==> src/source/simplebus_cfg.svh <==
`ifndef SIMPLEBUS_CFG_SVH
`define SIMPLEBUS_CFG_SVH

// Bus word width, used for both address and data
`define SB_DATA_WIDTH 32

// Scratch RAM window, upper bound exclusive
`define SB_RAM_LOW  32'h0000_1000
`define SB_RAM_HIGH 32'h0000_1040

// Counter peripheral window, upper bound exclusive
`define SB_CNT_LOW  32'h0000_2000
`define SB_CNT_HIGH 32'h0000_2010

// Words held by the scratch RAM
`define SB_RAM_DEPTH 16

// Counter register word offsets
`define SB_CNT_CTRL    4'd0
`define SB_CNT_VALUE   4'd1
`define SB_CNT_COMPARE 4'd2
`define SB_CNT_STATUS  4'd3

`endif

==> src/source/simplebus_pkg.sv <==
`include "simplebus_cfg.svh"

package simplebus_pkg;

        // Address split into region, word offset and byte lane
        typedef struct packed {
                logic [`SB_DATA_WIDTH-7:0] region;
                logic [3:0]                offset;
                logic [1:0]                byte_sel;
        } sb_address_fields_t;

        // Flat view for window compares, field view for register select
        typedef union packed {
                logic [`SB_DATA_WIDTH-1:0] flat;
                sb_address_fields_t        field;
        } sb_address_t;

endpackage

==> src/source/simplebus_if.sv <==
`include "simplebus_cfg.svh"

interface simplebus_if import simplebus_pkg::*; ();

        // Request, driven by the interconnect
        sb_address_t               address;
        logic [`SB_DATA_WIDTH-1:0] write_data;
        logic                      write_strobe;
        logic                      read_strobe;

        // Response, driven by the slave
        logic [`SB_DATA_WIDTH-1:0] read_data;
        logic                      ready;

        modport master (
                output address,
                output write_data,
                output write_strobe,
                output read_strobe,
                input  read_data,
                input  ready
        );

        modport slave (
                input  address,
                input  write_data,
                input  write_strobe,
                input  read_strobe,
                output read_data,
                output ready
        );

endinterface

==> src/source/simplebus_interconnect.sv <==
`include "simplebus_cfg.svh"

module simplebus_interconnect import simplebus_pkg::*; (
        input  logic                      clock,
        input  logic                      rst_n,
        input  sb_address_t               address,
        input  logic [`SB_DATA_WIDTH-1:0] write_data,
        input  logic                      write_strobe,
        input  logic                      read_strobe,
        output logic [`SB_DATA_WIDTH-1:0] read_data,
        output logic                      ready,
        simplebus_if.master               ram,
        simplebus_if.master               cnt
);

        logic ram_hit;
        logic cnt_hit;

        function automatic logic in_window(
                input logic [`SB_DATA_WIDTH-1:0] addr,
                input logic [`SB_DATA_WIDTH-1:0] low,
                input logic [`SB_DATA_WIDTH-1:0] high
        );
                return (addr >= low) && (addr < high);
        endfunction

        // Fixed windows, compared against the flat address
        assign ram_hit = in_window(address.flat, `SB_RAM_LOW, `SB_RAM_HIGH);
        assign cnt_hit = in_window(address.flat, `SB_CNT_LOW, `SB_CNT_HIGH);

        // Strobes reach only the link whose window matched
        always_ff @(posedge clock or negedge rst_n) begin
                if (!rst_n) begin
                        ram.write_strobe <= 1'b0;
                        ram.read_strobe  <= 1'b0;
                        cnt.write_strobe <= 1'b0;
                        cnt.read_strobe  <= 1'b0;
                end else begin
                        ram.write_strobe <= write_strobe & ram_hit;
                        ram.read_strobe  <= read_strobe & ram_hit;
                        cnt.write_strobe <= write_strobe & cnt_hit;
                        cnt.read_strobe  <= read_strobe & cnt_hit;
                end
        end

        // Payload slice, unselected link sees zeros
        always_ff @(posedge clock) begin
                ram.address    <= ram_hit ? address : '0;
                ram.write_data <= ram_hit ? write_data : '0;
                cnt.address    <= cnt_hit ? address : '0;
                cnt.write_data <= cnt_hit ? write_data : '0;
        end

        // Idle slaves return zero, so OR merges the responses
        always_ff @(posedge clock or negedge rst_n) begin
                if (!rst_n) begin
                        read_data <= '0;
                        ready     <= 1'b1;
                end else begin
                        read_data <= ram.read_data | cnt.read_data;
                        ready     <= ram.ready & cnt.ready;
                end
        end

        // Never more than one slave addressed per cycle
        a_single_link: assert property (
                @(posedge clock) disable iff (!rst_n)
                !((ram.write_strobe || ram.read_strobe) &&
                  (cnt.write_strobe || cnt.read_strobe))
        );

        // A master request is either a read or a write
        a_single_strobe: assert property (
                @(posedge clock) disable iff (!rst_n)
                !(write_strobe && read_strobe)
        );

endmodule

==> src/source/scratch_ram.sv <==
`include "simplebus_cfg.svh"

module scratch_ram (
        input logic        clock,
        input logic        rst_n,
        simplebus_if.slave bus
);

        localparam int INDEX_BITS = $clog2(`SB_RAM_DEPTH);

        logic [`SB_DATA_WIDTH-1:0] mem [`SB_RAM_DEPTH];
        logic [INDEX_BITS-1:0]     word_index;

        // Word select from the offset field
        assign word_index = bus.address.field.offset[INDEX_BITS-1:0];

        always_ff @(posedge clock or negedge rst_n) begin
                if (!rst_n) begin
                        for (int i = 0; i < `SB_RAM_DEPTH; i++) begin
                                mem[i] <= '0;
                        end
                        bus.read_data <= '0;
                        bus.ready     <= 1'b1;
                end else begin
                        if (bus.write_strobe) begin
                                mem[word_index] <= bus.write_data;
                        end
                        // Data only in the cycle after a read
                        bus.read_data <= bus.read_strobe ? mem[word_index] : '0;
                        // Busy for one cycle while the write commits
                        bus.ready <= !bus.write_strobe;
                end
        end

        // Master must hold off while the commit is in progress
        a_no_access_busy: assert property (
                @(posedge clock) disable iff (!rst_n)
                !bus.ready |-> !(bus.write_strobe || bus.read_strobe)
        );

endmodule

==> src/source/counter_peripheral.sv <==
`include "simplebus_cfg.svh"

module counter_peripheral (
        input logic        clock,
        input logic        rst_n,
        simplebus_if.slave bus
);

        logic                      enable;
        logic [`SB_DATA_WIDTH-1:0] value;
        logic [`SB_DATA_WIDTH-1:0] compare;
        logic                      match;
        logic                      hit;
        logic                      wr_ctrl;
        logic                      wr_value;
        logic                      wr_compare;
        logic                      clear_match;
        logic [`SB_DATA_WIDTH-1:0] reg_view;

        // Register write decode
        assign wr_ctrl    = bus.write_strobe && (bus.address.field.offset == `SB_CNT_CTRL);
        assign wr_value   = bus.write_strobe && (bus.address.field.offset == `SB_CNT_VALUE);
        assign wr_compare = bus.write_strobe && (bus.address.field.offset == `SB_CNT_COMPARE);

        // Status is write-one-to-clear
        assign clear_match = bus.write_strobe && bus.write_data[0] &&
                             (bus.address.field.offset == `SB_CNT_STATUS);

        assign hit = enable && (value == compare);

        always_ff @(posedge clock or negedge rst_n) begin
                if (!rst_n) begin
                        enable  <= 1'b0;
                        value   <= '0;
                        compare <= '0;
                        match   <= 1'b0;
                end else begin
                        if (wr_ctrl) begin
                                enable <= bus.write_data[0];
                        end
                        // Load has priority over counting
                        if (wr_value) begin
                                value <= bus.write_data;
                        end else if (enable) begin
                                value <= value + 1'b1;
                        end
                        if (wr_compare) begin
                                compare <= bus.write_data;
                        end
                        // New match wins over a clear in the same cycle
                        match <= hit | (match & !clear_match);
                end
        end

        // Read mux over the four registers
        always_comb begin
                case (bus.address.field.offset)
                        `SB_CNT_CTRL:    reg_view = {{(`SB_DATA_WIDTH-1){1'b0}}, enable};
                        `SB_CNT_VALUE:   reg_view = value;
                        `SB_CNT_COMPARE: reg_view = compare;
                        `SB_CNT_STATUS:  reg_view = {{(`SB_DATA_WIDTH-1){1'b0}}, match};
                        default:         reg_view = '0;
                endcase
        end

        always_ff @(posedge clock or negedge rst_n) begin
                if (!rst_n) begin
                        bus.read_data <= '0;
                end else begin
                        bus.read_data <= bus.read_strobe ? reg_view : '0;
                end
        end

        // Never busy
        assign bus.ready = 1'b1;

endmodule

==> src/source/simplebus_subsystem.sv <==
`include "simplebus_cfg.svh"

module simplebus_subsystem (
        input  logic                      clock,
        input  logic                      rst_n,
        input  logic [`SB_DATA_WIDTH-1:0] address,
        input  logic [`SB_DATA_WIDTH-1:0] write_data,
        input  logic                      write_strobe,
        input  logic                      read_strobe,
        output logic [`SB_DATA_WIDTH-1:0] read_data,
        output logic                      ready
);

        // One link per slave
        simplebus_if ram_link ();
        simplebus_if cnt_link ();

        simplebus_interconnect u_interconnect (
                .clock        (clock),
                .rst_n        (rst_n),
                .address      (address),
                .write_data   (write_data),
                .write_strobe (write_strobe),
                .read_strobe  (read_strobe),
                .read_data    (read_data),
                .ready        (ready),
                .ram          (ram_link.master),
                .cnt          (cnt_link.master)
        );

        scratch_ram u_scratch_ram (
                .clock (clock),
                .rst_n (rst_n),
                .bus   (ram_link.slave)
        );

        counter_peripheral u_counter (
                .clock (clock),
                .rst_n (rst_n),
                .bus   (cnt_link.slave)
        );

endmodule

==> config.mk <==
export PLATFORM = sky130hd
export DESIGN_NAME = simplebus_subsystem
export DESIGN_NICKNAME = d
export VERILOG_FILES = /design/src/source/simplebus_pkg.sv /design/src/source/simplebus_if.sv /design/src/source/simplebus_interconnect.sv /design/src/source/scratch_ram.sv /design/src/source/counter_peripheral.sv /design/src/source/simplebus_subsystem.sv
export VERILOG_INCLUDE_DIRS = /design/src /design/src/source
export SDC_FILE = /design/constraint.sdc
export NUM_CORES = 1
export LEC_CHECK = 0
export BUFFER_PORTS_ARGS = -buffer_cell sky130_fd_sc_hd__buf_2
export CAP_MARGIN = 10
export CORE_UTILIZATION = 40
export CTS_BUF_LIST = sky130_fd_sc_hd__clkbuf_8
export CTS_CLUSTER_SIZE = 16
export DETAILED_ROUTE_END_ITERATION = 6
export HOLD_SLACK_MARGIN = 0.08
export PLACE_DENSITY = 0.62
export SETUP_SLACK_MARGIN = 0.3
export SYNTH_ARGS = -nofsm -noshare
export SYNTH_HDL_FRONTEND = slang
export SYNTH_SLANG_ARGS = --single-unit
==> constraint.sdc <==
create_clock -name clock -period 2.41 [get_ports clock]
set_input_delay 0.1205 -clock clock [delete_from_list [all_inputs] [get_ports clock]]
set_output_delay 0.1205 -clock clock [all_outputs]
set_load 0.02 [all_outputs]
# After elaboration in Yosys (flattened, before gate mapping)
# Cells that the tools add are included.
[word_totals]
ram_bits = 0
input_bits = 68
register_bits = 756
memories = 0
latch_bits = 0
romBits = 0
[op_classes]
shift = 0
add_sub_neg = 1
n_div = 0
n_mux = 11
magnitude_cmp = 6
n_eq_ne = 4
n_mul = 0
reduce_logical = 13
bitwise = 8
[ops]
columns = ["operator", "count"]
rows = [
  ["$bwmux 512", 1],
  ["$mux 32", 7],
  ["$bmux 32 s4", 1],
  ["$demux 32 s4", 1],
  ["$pmux 32 s4", 1],
  ["$add 32x1->32 const B", 1],
  ["$eq 32x32->1", 1],
  ["$ge 32x13->1 const B", 1],
  ["$ge 32x14->1 const B", 1],
  ["$lt 32x13->1 const B", 1],
  ["$lt 32x14->1 const B", 1],
  ["$or 32x32->32", 1],
  ["$logic_and 1x1->1", 9],
  ["$eq 4x2->1 const B", 2],
  ["$and 1x1->1", 5],
  ["$ge 5x5->1 const B", 1],
  ["$lt 5x1->1 const B", 1],
  ["$not 4->5", 1],
  ["$eq 4x1->1 const B", 1],
  ["$logic_not 4->1", 1],
  ["$logic_not 1->1", 2],
  ["$reduce_bool 2->1", 1],
  ["$or 1x1->1", 1],
]

# Logic depth before layout (Yosys ltp)
[depth]
word_depth = 6
ltp_mapped = 7

# By module
# Synthesis repeated with hierarchy kept, for this count alone.
[hier_totals]
cells_unflattened = 2412
hier_area_um2 = 34101.5
[by_module_without_submodules]
columns = ["mod", "cells_each", "area_each_um2", "instances", "seq_area_each_um2"]
rows = [
  ["scratch_ram", 1551, 24215.7, 1, 13639.3],
  ["simplebus_interconnect", 392, 5029.8, 1, 3489.6],
  ["counter_peripheral", 469, 4855.9, 1, 2452.4],
]

# Worst setup path before layout
# No wires, ideal clock.
[synth_path]
path_type = "register to register"
from = "register u_interconnect.ram.address[2]"
to = "register u_scratch_ram.bus.read_data[0]"
period_less_slack_ps = 2318
stages_incl_launch_ff = 7
t_arrival_ps = 2199
setup_slack_ps = 92
t_required_ps = 2291
path_cell_list = "dfxtp_1 -> buf_2 -> buf_2 -> buf_2 -> mux4_2 -> mux4_2 -> and2_1"
[synth_between]
elab_chain_len = 5
[synth_lines]
columns = ["element", "line", "text"]
rows = [
  ["start, declared", "simplebus_if.sv:16", "output address,"],
  ["$not 4->5 (not written as such)", "scratch_ram.sv:29", "bus.read_data <= bus.read_strobe ? mem[word_index] : '0;"],
  ["$bmux 32 s4", "scratch_ram.sv:29", ""],
  ["$mux 32 (not written as such) (2 in a row)", "scratch_ram.sv:29", ""],
  ["$mux 32", "scratch_ram.sv:29", ""],
  ["end signal, assigned", "scratch_ram.sv:29", ""],
  ["end, declared", "simplebus_if.sv:29", "output read_data,"],
]
# No other way between the ends. The select of a mux whose other input is x is not followed.
# A chain may end at the register's enable or synchronous reset.

# Worst setup path in the final report
[layout_path]
from = "register u_counter.value[5]"
to = "register u_counter.value[30]"
[layout_between]
elab_chain_len = 3
[layout_lines]
columns = ["element", "line", "text"]
rows = [
  ["start, declared", "counter_peripheral.sv:10", "logic [`SB_DATA_WIDTH-1:0] value;"],
  ["start signal, assigned", "counter_peripheral.sv:43", "value <= bus.write_data;"],
  ["start signal, assigned", "counter_peripheral.sv:45", "value <= value + 1'b1;"],
  ["$add 32x1->32", "counter_peripheral.sv:45", ""],
  ["$mux 32", "counter_peripheral.sv:44", "end else if (enable) begin"],
  ["$mux 32", "counter_peripheral.sv:42", "if (wr_value) begin"],
]
# No other way between the ends. The select of a mux whose other input is x is not followed.

==> flow_summary.json <==
{
  "outcome": "complete, but fails checks",
  "failed_checks": "DRC",
  "clk_latency_ns": 0.75,
  "hold_path.class": "in2reg",
  "slew_viol_final": 0,
  "die_area_mm2": 0.0808,
  "syn-instance-count": 2109,
  "drt-initial-drc-count": 1388,
  "die_x_um": 284,
  "worstReg2RegStart": "u_counter.value[5]$_DFFE_PN0P_",
  "numPortBuffers": 98,
  "num_vias": 19196,
  "start_util": 0.404,
  "synth_top_area_frac": 0.533,
  "dp_hpwl_um": 51700,
  "tightest_slew_ns": 0.678,
  "critical_path.cell_chain": "nand3_2 -> or4_4 -> o311a_1 -> or3_1",
  "fmax_ghz": 0.469,
  "crit_end": "u_counter.value[30]$_DFFE_PN0P_",
  "synth-edff-count": 0,
  "drc": 2,
  "cap_violations": 0,
  "core-area_mm2": 0.0789,
  "holdWs_ns": 0.162,
  "path_max_fanout": 11,
  "grt.overflow.total": 0,
  "fp-row-count": 103,
  "finalSetupViolations": 0,
  "crit_type": "reg2reg",
  "synthArstFlopShare": 0.904,
  "synth_seq_cells": 752,
  "grt_pass1_wl_um": 129000,
  "ys_seq_area_frac": 0.580,
  "drive_gt1_frac": 0.477,
  "ys_warn_count": 0,
  "clockBufferDepth": 3,
  "max-vdd-ir-drop_v": 0.000443,
  "crit_path_top_delay_cell": "or4_4",
  "tritoncts": "yes",
  "reg2reg_depth": 4,
  "ys_types": 46,
  "end_kind": "register",
  "vias_per_cell": 5.46,
  "crit_cells": 4,
  "postLayoutCellArea_mm2": 0.0381,
  "cts_num_sinks": 752,
  "cp_top_family": "simple AND/OR/NAND/NOR gates",
  "ys_top_cells_by_area": "dfrtp_1, mux2_2, mux4_2",
  "timing.slew.headroom": 0.548,
  "wl_um": 85500,
  "min_period_ns": 2.13,
  "layout-area-overhead-vs-synth_pct": 19.6,
  "finalCritPeriodShare": 0.886,
  "root_buffer": "clkbuf_8",
  "grt_pass1_vias": 20376,
  "antenna_found_initial": 5,
  "ant_nets": 0,
  "synthesis.area_mm2": 0.0319,
  "p_leak_uw": 0.0182,
  "ioPinCount": 101,
  "cts_buffers": 120,
  "startpoint": "u_counter.value[5]$_DFFE_PN0P_",
  "worst_ep_required_time_ns": 3.04,
  "rsz0062_at_grt": "true",
  "power_density_mw_per_mm2": 641,
  "crit_buf_inv": 0,
  "synth_top_area_cell": "dfrtp_1",
  "r2r_end": "u_counter.value[30]$_DFFE_PN0P_",
  "nets": 2429,
  "grt_max_degree": 120,
  "hold_violations": 0,
  "worstSetupStartpointType": "register",
  "placedInstanceArea_mm2": 0.0343,
  "die_h_um": 284,
  "r2r_slack_ns": 0.28,
  "synth-main-ff-cell": "dfrtp_1",
  "htreeDepth": 3,
  "gp_congestion": 0.818,
  "dr.pass1.iters": 7,
  "arrival_ns": 2.77,
  "syn_avg_cell_area_um2": 15.1,
  "skew_ns": 0.0320,
  "track_usage": 0.212,
  "finalSetupTns_ns": 0,
  "crit_path_max_incr_delay_ns": 0.65,
  "fillers": 6814,
  "avgRoutedWirePerCell_um": 24.3,
  "clk_pin_slew_ns": 0.07
}
## flip-flops by register name, indices dropped and copies added, names as in the netlist, 4 cells and up
register,cells
u_counter.bus.read_data,32
u_interconnect.read_data,32
u_scratch_ram.bus.read_data,32
u_interconnect.cnt.write_data,32
u_counter.compare,32
u_interconnect.cnt.address,4
u_interconnect.ram.address,4
u_scratch_ram.mem,512
u_interconnect.ram.write_data,32
u_counter.value,32
## cell usage in the layout, fill, tap and decap left out, types with 4 or more instances in the layout
cell type | netlist | final
dfrtp_1 | 678 | 673
mux2_2 | 545 | 545
mux4_2 | 161 | 161
clkbuf_8 | 0 | 156
and2_1 | 110 | 110
buf_2 | 28 | 97
dlygate4sd3_1 | 0 | 88
dfxtp_1 | 72 | 68
buf_4 | 1 | 62
nor2_1 | 54 | 47
inv_1 | 5 | 45
buf_12 | 0 | 37
nand2_1 | 36 | 35
xor2_1 | 35 | 35
or2_2 | 32 | 32
a22oi_1 | 31 | 31
nand3_1 | 28 | 26
o21ai_0 | 20 | 20
nor4_1 | 21 | 19
clkinv_2 | 0 | 19
or4_1 | 16 | 14
o31ai_1 | 13 | 13
a31oi_1 | 13 | 13
xnor2_1 | 9 | 9
nand4_1 | 8 | 8
nor3_2 | 0 | 6
nor2_4 | 0 | 6
buf_16 | 0 | 6
and3_1 | 5 | 5
or3_1 | 7 | 5
clkinvlp_4 | 0 | 5
dfrtp_2 | 0 | 5
nor3_1 | 11 | 4
bufinv_16 | 0 | 4
## synth_stat cells (all sizes together) (2+ instances only)
master / instances
dfrtp: 678
mux2: 545
mux4: 161
clkbuf: 125
and2: 110
dfxtp: 72
nor2: 54
buf: 46
nand2: 36
xor2: 35
or2: 32
a22oi: 31
nand3: 28
nor4: 21
o21ai: 20
or4: 17
a31oi: 13
o31ai: 13
nor3: 11
nand4: 9
xnor2: 9
or3: 7
and3: 5
inv: 5
and4: 3
nand2b: 3
o211ai: 3
dfstp: 2
nor2b: 2
o311a: 2
## logic make-up (layout without fill, tap and decap cells)
kind of cell             count (synthesis)  in the layout  share of synthesized area
flip-flops                             752            752                      0.580
multiplexers                           707            707                      0.307
AND/OR/NAND/NOR                        341            342                     0.0601
buffers and inverters                  176            530                     0.0222
AO/OA/AOI/OAI                           87             87                     0.0187
XOR/XNOR                                44             44                     0.0121
adder cells (fa/ha/maj)                  1              1                   0.000393
other                                    1              4                   0.000118
## routing by layer
layer  global-route usage  vias to the layer above  wire length [µm]
met3               0.0312                      130              3800
met5                    0                        -                 0
li1                     -                     8208                 -
met1                0.294                    10355             38100
met2                0.343                      503             41600
met4               0.0669                        0              1950
## repair_timing
action,in CTS,in global routing
hold endpoints to repair,752,0
hold buffers,90,0
gates resized for setup,10,15
endpoints found under the setup margin,141,146
buffers inserted,5,4
pin swaps,1,3
gates cloned,2,4
## worst min-delay path, stage by stage
cell and delay, ns:
dlygate4sd3_1 0.52, buf_2 0.12, and2_1 0.12
## metrics by stage
stage | power [µW] | setup slack [ns] | util | instances
3_5_place_dp | 13200 | 0.120 | 0.435 | 3184
3_3_place_gp | 13200 | 0.120 | 0.435 | 3184
6_report | 24400 | 0.276 | 0.483 | 3517
2_1_floorplan | 12900 | 0.298 | - | 2110
4_1_cts | 24700 | 0.301 | 0.481 | 3508
5_1_grt | 25400 | 0.243 | 0.483 | 3516
## area by class of cell
class	count	area [µm²]	share of cell area
Clock buffer	156	2150	0.0564
Multi-Input combinational cell	1183	12800	0.337
Clock inverter	71	429	0.0113
Sequential cell	752	18500	0.485
Tap cell	1050	1310	0.0345
Inverter	5	18.8	0.000493
Antenna cell	2	5.00	0.000131
Timing Repair Buffer	298	2870	0.0753
## how the worst min path moves through the flow
stage,startpoint,to,depth (start not counted)
2_1_floorplan,rst_n,u_counter.bus.read_data[0]$_DFF_PN0_,0
3_3_place_gp,rst_n,u_interconnect.read_data[15]$_DFF_PN0_,1
3_5_place_dp,rst_n,u_interconnect.read_data[15]$_DFF_PN0_,1
4_1_cts,address[8],u_interconnect.cnt.write_data[6]$_SDFF_PN0_,6
5_1_grt,write_data[13],u_interconnect.ram.write_data[13]$_SDFF_PN0_,3
6_report,write_data[13],u_interconnect.ram.write_data[13]$_SDFF_PN0_,3
## power by group
part | leakage (µW) | internal (µW) | total [µW] | switching [µW]
clock | 0.00148 | 6230 | 11400 | 5130
combinational | 0.00667 | 135 | 436 | 301
sequential | 0.0101 | 12600 | 12600 | 1.84
Power figures use the tool's default switching activity.
